[config.mk]
export PLATFORM = sky130hd
export DESIGN_NAME = uart_cmd_top
export DESIGN_NICKNAME = d
export VERILOG_FILES = /design/src/common/uart_cfg_pkg.sv /design/src/common/uart_cmd_pkg.sv /design/src/hdl/uart_cmd_top.sv /design/src/hdl/uart_cmd_ctrl.sv /design/src/uart_phy/uart_rx_frame.sv /design/src/uart_phy/uart_tx_frame.sv
export SDC_FILE = /design/constraint.sdc
export NUM_CORES = 1
export LEC_CHECK = 0
export ABC_AREA = 1
export BUFFER_PORTS_ARGS = -buffer_cell sky130_fd_sc_hd__clkbuf_2
export CAP_MARGIN = 20
export CORE_UTILIZATION = 50
export DETAILED_ROUTE_END_ITERATION = 12
export PLACE_DENSITY = 0.75
export SYNTH_ARGS = -nofsm -noshare
export SYNTH_HDL_FRONTEND = slang
export SYNTH_SLANG_ARGS = --single-unit
[constraint.sdc]
create_clock -name clk -period 2.6 [get_ports clk]
set_input_delay 0.65 -clock clk [delete_from_list [all_inputs] [get_ports clk]]
set_output_delay 0.65 -clock clk [all_outputs]
set_load 0.005 [all_outputs]
[src/common/uart_cfg_pkg.sv]
package uart_cfg_pkg;

  // Bit timing
  localparam int BAUD_DIV   = 16;  // Clocks per bit, the board uses 434
  localparam int HALF_BAUD  = BAUD_DIV / 2;
  localparam int BAUD_CNT_W = $clog2(BAUD_DIV);

  // Frame layout
  localparam int DATA_BITS  = 8;
  localparam int FRAME_BITS = DATA_BITS + 3;  // Start, data, parity, stop
  localparam int BIT_IDX_W  = $clog2(FRAME_BITS);

  // Clear for even parity, set for odd
  localparam logic PARITY_ODD = 1'b0;

  // Idle bit times between the address and data frames of a write
  localparam int GAP_BITS = 4;

  // Bit times allowed for the reply start bit after the address frame
  localparam int RX_TIMEOUT_BITS = 32;

  // Same spacing expressed in clocks
  localparam int GAP_CYCLES     = GAP_BITS * BAUD_DIV;
  localparam int TIMEOUT_CYCLES = RX_TIMEOUT_BITS * BAUD_DIV;

  // One counter serves both the gap and the reply timeout
  localparam int WAIT_CNT_W = $clog2(TIMEOUT_CYCLES + GAP_CYCLES);

endpackage
[src/common/uart_cmd_pkg.sv]
package uart_cmd_pkg;

  // Command word layout
  localparam int CMD_W    = 16;
  localparam int OP_BIT   = 15;  // 1 write, 0 read
  localparam int ADDR_MSB = 14;
  localparam int ADDR_LSB = 8;
  localparam int ADDR_W   = ADDR_MSB - ADDR_LSB + 1;
  localparam int DATA_MSB = ADDR_LSB - 1;

  typedef logic [CMD_W-1:0]  cmd_t;
  typedef logic [ADDR_W-1:0] addr_t;

  // One serial payload byte
  typedef logic [uart_cfg_pkg::DATA_BITS-1:0] data_t;

  // Operation taken from the top bit of the command
  typedef enum logic {
    op_read  = 1'b0,
    op_write = 1'b1
  } cmd_op_e;

  // Sequencer states
  typedef enum logic [2:0] {
    idle,
    send_addr,   // Flag and address frame on tx
    gap,         // Idle time between write frames
    send_data,   // Write data frame on tx
    wait_reply,  // Read waits for a reply start bit
    recv_reply,  // Reply frame in progress
    done
  } ctrl_state_e;

endpackage

[src/hdl/uart_cmd_top.sv]
`timescale 1ns/100ps

module uart_cmd_top (
  input  logic                clk,
  input  logic                rst_n,
  input  uart_cmd_pkg::cmd_t  cmd_in,
  input  logic                cmd_vld,
  input  logic                rx,
  output logic                tx,
  output logic                cmd_rdy,
  output logic                read_rdy,
  output logic                rsp_err,
  output uart_cmd_pkg::data_t read_data
);

  import uart_cmd_pkg::*;

  logic  tx_start;
  data_t tx_byte;
  logic  tx_busy;
  logic  rx_start_seen;
  logic  rx_valid;
  logic  rx_bad;
  data_t rx_byte;

  uart_cmd_ctrl uart_cmd_ctrl_i (
    .clk           (clk),
    .rst_n         (rst_n),
    .cmd_in        (cmd_in),
    .cmd_vld       (cmd_vld),
    .cmd_rdy       (cmd_rdy),
    .tx_start      (tx_start),
    .tx_byte       (tx_byte),
    .tx_busy       (tx_busy),
    .rx_start_seen (rx_start_seen),
    .rx_valid      (rx_valid),
    .rx_bad        (rx_bad),
    .rx_byte       (rx_byte),
    .read_rdy      (read_rdy),
    .rsp_err       (rsp_err),
    .read_data     (read_data)
  );

  uart_tx_frame uart_tx_frame_i (
    .clk      (clk),
    .rst_n    (rst_n),
    .tx_start (tx_start),
    .tx_byte  (tx_byte),
    .tx       (tx),
    .tx_busy  (tx_busy)
  );

  // Always listening, the sequencer decides when replies count
  uart_rx_frame uart_rx_frame_i (
    .clk           (clk),
    .rst_n         (rst_n),
    .rx            (rx),
    .rx_start_seen (rx_start_seen),
    .rx_valid      (rx_valid),
    .rx_bad        (rx_bad),
    .rx_byte       (rx_byte)
  );

endmodule

[src/hdl/uart_cmd_ctrl.sv]
`timescale 1ns/100ps

module uart_cmd_ctrl (
  input  logic                clk,
  input  logic                rst_n,
  input  uart_cmd_pkg::cmd_t  cmd_in,
  input  logic                cmd_vld,
  output logic                cmd_rdy,
  output logic                tx_start,
  output uart_cmd_pkg::data_t tx_byte,
  input  logic                tx_busy,
  input  logic                rx_start_seen,
  input  logic                rx_valid,
  input  logic                rx_bad,
  input  uart_cmd_pkg::data_t rx_byte,
  output logic                read_rdy,
  output logic                rsp_err,
  output uart_cmd_pkg::data_t read_data
);

  import uart_cfg_pkg::*;
  import uart_cmd_pkg::*;

  ctrl_state_e           state;
  cmd_t                  cmd_q;
  cmd_op_e               op_in;
  cmd_op_e               op_q;
  addr_t                 addr_in;
  data_t                 wr_data;
  logic                  accept;
  logic                  frame_done;
  logic                  gap_end;
  logic                  timeout_end;
  logic [WAIT_CNT_W-1:0] wait_cnt;

  assign accept  = cmd_vld && cmd_rdy;
  assign op_in   = cmd_op_e'(cmd_in[OP_BIT]);
  assign addr_in = cmd_in[ADDR_MSB:ADDR_LSB];
  assign op_q    = cmd_op_e'(cmd_q[OP_BIT]);
  assign wr_data = cmd_q[DATA_MSB:0];

  // Serializer has taken the byte and finished its stop bit
  assign frame_done  = !tx_start && !tx_busy;
  assign gap_end     = (wait_cnt == WAIT_CNT_W'(GAP_CYCLES - 1));
  assign timeout_end = (wait_cnt == WAIT_CNT_W'(TIMEOUT_CYCLES - 1));

  // Command buffer and frame bytes
  always_ff @(posedge clk)
  begin
    if (state == idle && accept)
    begin
      cmd_q   <= cmd_in;
      tx_byte <= {op_in, addr_in};  // Flag on bit 7
    end
    else if (state == gap && gap_end)
      tx_byte <= wr_data;
  end

  always_ff @(posedge clk or negedge rst_n)
  begin
    if (!rst_n)
    begin
      state     <= idle;
      cmd_rdy   <= 1'b1;
      tx_start  <= 1'b0;
      wait_cnt  <= '0;
      read_rdy  <= 1'b0;
      rsp_err   <= 1'b0;
      read_data <= '0;
    end
    else
    begin
      tx_start <= 1'b0;  // Both strobes are single-cycle
      read_rdy <= 1'b0;
      case (state)
        idle:
        begin
          if (accept)
          begin
            cmd_rdy  <= 1'b0;
            tx_start <= 1'b1;
            state    <= send_addr;
          end
        end
        send_addr:
        begin
          wait_cnt <= '0;  // Gap and timeout both start at frame end
          if (frame_done)
          begin
            case (op_q)
              op_write: state <= gap;
              op_read:  state <= wait_reply;
              default:  state <= idle;
            endcase
          end
        end
        gap:
        begin
          wait_cnt <= wait_cnt + 1'b1;
          if (gap_end)
          begin
            tx_start <= 1'b1;
            state    <= send_data;
          end
        end
        send_data:
        begin
          if (frame_done)
            state <= done;
        end
        wait_reply:
        begin
          wait_cnt <= wait_cnt + 1'b1;
          if (rx_start_seen)
            state <= recv_reply;
          else if (timeout_end)
          begin
            read_rdy  <= 1'b1;  // Slave never answered
            rsp_err   <= 1'b1;
            read_data <= '0;
            state     <= done;
          end
        end
        recv_reply:
        begin
          if (rx_valid)
          begin
            read_rdy  <= 1'b1;
            rsp_err   <= rx_bad;
            read_data <= rx_byte;
            state     <= done;
          end
        end
        done:
        begin
          cmd_rdy <= 1'b1;
          state   <= idle;
        end
        default:
        begin
          cmd_rdy <= 1'b1;
          state   <= idle;
        end
      endcase
    end
  end

endmodule

[src/uart_phy/uart_rx_frame.sv]
`timescale 1ns/100ps

module uart_rx_frame (
  input  logic                clk,
  input  logic                rst_n,
  input  logic                rx,
  output logic                rx_start_seen,
  output logic                rx_valid,
  output logic                rx_bad,
  output uart_cmd_pkg::data_t rx_byte
);

  import uart_cfg_pkg::*;

  logic                  rx_meta;
  logic                  rx_sync;
  logic                  rx_prev;
  logic                  busy;
  logic [BAUD_CNT_W-1:0] baud_cnt;
  logic [BIT_IDX_W-1:0]  bit_idx;  // 0 while checking the start bit
  logic [DATA_BITS-1:0]  shift_q;
  logic                  parity_q;
  logic                  rx_fall;
  logic                  half_hit;
  logic                  full_hit;
  logic                  in_data;

  assign rx_fall  = rx_prev && !rx_sync;
  assign half_hit = (baud_cnt == BAUD_CNT_W'(HALF_BAUD - 1));
  assign full_hit = (baud_cnt == BAUD_CNT_W'(BAUD_DIV - 1));
  assign in_data  = (bit_idx != '0) && (bit_idx <= BIT_IDX_W'(DATA_BITS));
  assign rx_byte  = shift_q;

  // Two-flop synchronizer, third flop for the falling edge
  always_ff @(posedge clk or negedge rst_n)
  begin
    if (!rst_n)
    begin
      rx_meta <= 1'b1;
      rx_sync <= 1'b1;
      rx_prev <= 1'b1;
    end
    else
    begin
      rx_meta <= rx;
      rx_sync <= rx_meta;
      rx_prev <= rx_sync;
    end
  end

  // Mid-bit samples of data and parity
  always_ff @(posedge clk)
  begin
    if (busy && full_hit)
    begin
      if (in_data)
        shift_q <= {rx_sync, shift_q[DATA_BITS-1:1]};
      else if (bit_idx == BIT_IDX_W'(DATA_BITS + 1))
        parity_q <= rx_sync;
    end
  end

  always_ff @(posedge clk or negedge rst_n)
  begin
    if (!rst_n)
    begin
      busy          <= 1'b0;
      baud_cnt      <= '0;
      bit_idx       <= '0;
      rx_start_seen <= 1'b0;
      rx_valid      <= 1'b0;
      rx_bad        <= 1'b0;
    end
    else
    begin
      rx_start_seen <= 1'b0;
      rx_valid      <= 1'b0;
      if (!busy)
      begin
        if (rx_fall)
        begin
          busy     <= 1'b1;
          baud_cnt <= '0;
          bit_idx  <= '0;
        end
      end
      else if (bit_idx == '0)
      begin
        if (!half_hit)
          baud_cnt <= baud_cnt + 1'b1;
        else if (!rx_sync)
        begin
          rx_start_seen <= 1'b1;  // Still low half a bit in
          baud_cnt      <= '0;
          bit_idx       <= BIT_IDX_W'(1);
        end
        else
          busy <= 1'b0;  // Glitch, back to hunting
      end
      else if (!full_hit)
      begin
        baud_cnt <= baud_cnt + 1'b1;
      end
      else
      begin
        baud_cnt <= '0;
        if (bit_idx == BIT_IDX_W'(FRAME_BITS - 1))
        begin
          busy     <= 1'b0;
          rx_valid <= 1'b1;
          // Parity mismatch or low stop bit
          rx_bad   <= (parity_q != (^shift_q ^ PARITY_ODD)) || !rx_sync;
        end
        else
          bit_idx <= bit_idx + 1'b1;
      end
    end
  end

endmodule

[src/uart_phy/uart_tx_frame.sv]
`timescale 1ns/100ps

module uart_tx_frame (
  input  logic                clk,
  input  logic                rst_n,
  input  logic                tx_start,
  input  uart_cmd_pkg::data_t tx_byte,
  output logic                tx,
  output logic                tx_busy
);

  import uart_cfg_pkg::*;

  logic [BAUD_CNT_W-1:0] baud_cnt;
  logic [BIT_IDX_W-1:0]  bit_idx;  // 0 start, 1..8 data, 9 parity, 10 stop
  logic [BIT_IDX_W-1:0]  next_idx;
  logic [DATA_BITS-1:0]  shift_q;
  logic                  parity_q;
  logic                  bit_end;
  logic                  next_is_data;

  assign bit_end      = (baud_cnt == BAUD_CNT_W'(BAUD_DIV - 1));
  assign next_idx     = bit_idx + 1'b1;
  assign next_is_data = (next_idx <= BIT_IDX_W'(DATA_BITS));

  // Byte and its parity are captured when the frame is launched
  always_ff @(posedge clk)
  begin
    if (tx_start && !tx_busy)
    begin
      shift_q  <= tx_byte;
      parity_q <= ^tx_byte ^ PARITY_ODD;
    end
    else if (tx_busy && bit_end && next_is_data)
      shift_q <= shift_q >> 1;  // LSB first
  end

  always_ff @(posedge clk or negedge rst_n)
  begin
    if (!rst_n)
    begin
      tx       <= 1'b1;
      tx_busy  <= 1'b0;
      baud_cnt <= '0;
      bit_idx  <= '0;
    end
    else if (!tx_busy)
    begin
      if (tx_start)
      begin
        tx       <= 1'b0;  // Start bit
        tx_busy  <= 1'b1;
        baud_cnt <= '0;
        bit_idx  <= '0;
      end
    end
    else if (!bit_end)
    begin
      baud_cnt <= baud_cnt + 1'b1;
    end
    else
    begin
      baud_cnt <= '0;
      if (bit_idx == BIT_IDX_W'(FRAME_BITS - 1))
      begin
        // End of stop bit, line stays high
        tx      <= 1'b1;
        tx_busy <= 1'b0;
        bit_idx <= '0;
      end
      else
      begin
        bit_idx <= next_idx;
        if (next_is_data)
          tx <= shift_q[0];
        else if (next_idx == BIT_IDX_W'(DATA_BITS + 1))
          tx <= parity_q;
        else
          tx <= 1'b1;  // Stop bit
      end
    end
  end

endmodule

==> results.md <==
| Parameter | This run | Unit |
|:---|:---|:---|
| Worst slew margin relative to its limit | 0.575 | - |
| Cell types with the largest area share after synthesis | dfrtp_1, edfxtp_1, nand2_1 | - |
| HPWL Detailed | 5280 | microns |
| Fin Clk Skew | 0.00812 | ns |
| DRC violations left | 0 | - |
| P_int | 2.28 | mW |
| Net switching power | 1.22 | mW |
| Effective utilization at floorplan | 0.529 | - |
| Number of unique standard cell types used by synthesis | 35 | - |
| Sort of element at the end of the critical path | flop | - |
| Portion of the post-synthesis area used by sequential elements | 0.554 | - |
| Multi-input gate area | 1590 | sq um |
| Comb power frac | 0.275 | - |
| Power per standard cell area | 756 | nW/um^2 |
| Buffer type at the clock tree root | clkbuf_8 | - |
| Synth Warn # | 0 | - |
| Delay of the slowest critical-path stage | 0.42 | ns |
| Actual transition at the worst max-transition pin | 0.638 | ns |
| Number of clock sinks | 85 | - |
| HP Class | reg2reg | - |
| Startpoint class of the critical path | flop | - |
| GRT Residual Overflow | 0 | - |
| Number of ports placed on the die boundary | 32 | - |
| Pin count of the biggest net entering global routing | 51 | - |
| Std-Cell Core Area | 7890 | sq um |
| Crit-path slowest cell | dfrtp_1 | - |
| Post-placement setup slack | 0.797 | ns |
| Crit path buffers/inverters | 2 | - |
| Number of vias after detailed routing | 3019 | - |
| Layout net count | 536 | - |
| Required time of the worst setup path | 2.87 | ns |
| Post-cts resize count | 0 | - |
| Switching power share of the total | 0.348 | - |
| Worst path top cell family by delay | simple AND/OR/NAND/NOR gates | - |
| Post-detailed-routing wire length | 7230 | microns |
| Pins over their slew limit | 0 | - |
| Overall die area | 8710 | sq um |
| Number of register bits inferred by synthesis | 85 | - |
| Reported leakage power | 2.19 | nW |
| Diode insertion count for antenna repair | 0 | - |
| Crit Path Category | reg2reg | - |
| Result of the run | finished clean | - |
| Initial antenna violation count | 0 | - |
| Setup TNS | 0 | ns |
| Vias per cell | 4.92 | - |
| Clock group share of total power | 0.227 | - |
| Largest fanout on the critical path | 7 | - |
| Count of standard-cell rows | 32 | - |
| Storage element area | 2310 | sq um |
| Number of optimization iterations in the first detailed-route pass | 4 | - |
| Cells along the critical path | inv_1 -> ha_1 -> inv_1 -> nor3_4 -> nand2_2 -> o21ai_2 -> nand3_1 -> nand2_2 -> nand3_1 -> o21ai_0 | - |
| Number of buffers added by the clock tree synthesis step | 9 | - |
| Buffers on Ports | 31 | - |
| Synthesis-to-finish area growth | 10.8 | % |
| Die Height | 93.3 | microns |
| Mapped cell area | 4170 | sq um |
| Width of the chip | 93.3 | microns |
| Number of H-tree levels | 3 | - |
| Area share of the largest cell type after synthesis | 0.270 | - |
| Number of max-cap violations | 0 | - |
| Fillers | 690 | - |
| Max IR drop VDD | 406 | uV |
| Final period utilization | 0.702 | - |
| Number of routed nets with antenna violations | 0 | - |
| Final-report hold violation count | 0 | - |
| Clock tree from TritonCTS | yes | - |
| Number of buffers on the longest clock path | 2 | - |
| Ratio of cells with drive above 1 in the final layout | 0.174 | - |
| Post-route worst setup slack | 0.775 | ns |
| Global-route wire length before repair | 12700 | microns |
| Mean post-synth cell area | 9.03 | sq um |
| Post-Synthesis Net Count | 492 | - |
| Wire length per cell after detailed routing | 11.8 | microns |
| All-layer global routing usage | 0.188 | - |
| Clock insertion delay at the later pin of the skew report | 0.36 | ns |
| Setup repair after global routing missed its margin | false | - |
| Number of instances in the synthesized netlist | 462 | - |
| Final critical delay including setup and external delays | 1.82 | ns |
| Final setup vio count | 0 | - |
| Cell taking the most area after synthesis | dfrtp_1 | - |
| Sequential fraction of design power | 0.498 | - |
| CTS clk-pin slew, worst paths | 0.08 | ns |
| Highest clock rate | 548 | MHz |
| Arrival time of data at the critical path endpoint | 2.10 | ns |
| Number of buffers inserted by post-CTS setup repair | 0 | - |
| Iteration-0 DRC count of the detailed router | 110 | - |
| Via count of the first global-routing pass | 2987 | - |
| CTS Hold Buffers Added | 0 | - |
| Final GP Congestion | 0.862 | - |
## registers in the layout, summed over array words and instances, names as in the netlist, 3 cells and up
register,count
uart_tx_frame_i.bit_idx,4
uart_rx_frame_i.bit_idx,4
uart_cmd_ctrl_i.cmd_q,9
uart_cmd_ctrl_i.read_data,8
uart_rx_frame_i.rx_byte,8
uart_tx_frame_i.shift_q,8
uart_tx_frame_i.baud_cnt,4
uart_rx_frame_i.baud_cnt,4
uart_cmd_ctrl_i.tx_byte,8
uart_cmd_ctrl_i.wait_cnt,10
uart_cmd_ctrl_i.state,3
## worst register-to-register path: cells and delay by family, from the launching register on
| kind | cells | cell delay [ns] |
|---|---|---|
| AND/OR/NAND/NOR | 5 | 0.75 |
| flip-flops | 1 | 0.42 |
| buffers and inverters | 2 | 0.21 |
| AO/OA/AOI/OAI | 2 | 0.19 |
| adder cells (fa/ha/maj) | 1 | 0.18 |
## metrics by stage
stage	hold slack (ns)	cells	util	power, mW	cell area [sq um]
4_1_cts	0.357	613	0.586	3.52	4620
2_1_floorplan	0.345	462	-	2.48	4170
3_3_place_gp	0.350	597	0.566	2.69	4460
6_report	0.359	613	0.586	3.49	4620
5_1_grt	0.351	613	0.586	3.74	4620
3_5_place_dp	0.348	597	0.566	2.73	4460
## power by group through the flow
stage	Combinational, mW	Clock (mW)	Sequential (mW)
2_1_floorplan	0.740	0	1.74
3_3_place_gp	0.931	0	1.76
3_5_place_dp	0.965	0	1.77
4_1_cts	0.967	0.817	1.74
5_1_grt	1.12	0.854	1.77
6_report	0.960	0.794	1.74
## final timing paths
kind / start / end / slack [ns] / depth (start not counted)
worst min-delay path: uart_rx_frame_i.rx_meta$_DFF_PN1_ / uart_rx_frame_i.rx_sync$_DFF_PN1_ / 0.36 / 0
worst min register to register: uart_rx_frame_i.rx_meta$_DFF_PN1_ / uart_rx_frame_i.rx_sync$_DFF_PN1_ / 0.36 / 0
worst max-delay path: uart_rx_frame_i.bit_idx[0]$_DFFE_PN0P_ / uart_rx_frame_i.bit_idx[1]$_DFFE_PN0P_ / 0.78 / 10
max in group asynchronous: rst_n / uart_cmd_ctrl_i.state[2]$_DFFE_PN0P_ / 1.77 / 2
min in group asynchronous: rst_n / uart_tx_frame_i.bit_idx[2]$_DFFE_PN0P_ / 0.39 / 2
worst max register to register: uart_rx_frame_i.bit_idx[0]$_DFFE_PN0P_ / uart_rx_frame_i.bit_idx[1]$_DFFE_PN0P_ / 0.78 / 10
## placed cells by master (no fill, tap or decap), types with 9 or more instances in the layout
cell / netlist / layout
inv_1: 60 / 60
nand3_1: 22 / 22
dfrtp_1: 45 / 45
nor3_1: 10 / 10
ha_1: 10 / 10
o21ai_2: 10 / 10
a21oi_1: 9 / 9
edfxtp_1: 35 / 35
o21ai_0: 28 / 28
nand2_1: 138 / 138
nor2_1: 34 / 34
clkbuf_2: 0 / 31
clkbuf_8: 0 / 9
## area by class of cell
class | count | area share
flip-flops and latches | 85 | 0.499
clock buffers | 11 | 0.0284
inverters | 68 | 0.0552
multi-input cells | 307 | 0.343
well taps | 102 | 0.0276
clock inverters | 5 | 0.00596
repair buffers | 35 | 0.0401
## metal layers
metal,share of wire,vias to the layer above,GRT usage
met5,0,-,0
met4,0.017,0,0.0718
met3,0.030,11,0.0545
met2,0.50,41,0.319
met1,0.45,1398,0.227
li1,-,1569,-
## kinds of logic (layout without fill, tap and decap cells)
| logic type | count (synthesis) | after routing | synth area share |
|---|---|---|---|
| buf+inv | 70 | 119 | 0.0660 |
| compound gates | 62 | 62 | 0.0936 |
| xor+xnor | 12 | 12 | 0.0252 |
| flops | 85 | 85 | 0.554 |
| simple gates | 223 | 223 | 0.232 |
| fa+ha+maj | 10 | 10 | 0.0300 |
## cell usage after synthesis (all sizes together)
| cell | instances |
|---|---|
| ha | 10 |
| dfstp | 5 |
| o21ai | 40 |
| xnor2 | 7 |
| a22oi | 1 |
| nor2 | 42 |
| inv | 67 |
| buf | 2 |
| nand4 | 1 |
| nand2 | 143 |
| nand3 | 23 |
| dfrtp | 45 |
| a22o | 2 |
| edfxtp | 35 |
| a21boi | 1 |
| a21oi | 9 |
| o21bai | 1 |
| a31oi | 2 |
| o22ai | 3 |
| nor3 | 12 |
| nor3b | 1 |
| xor2 | 5 |
| or2 | 1 |
| o31ai | 3 |
| clkinv | 1 |
(Power assumes the default switching activity.)
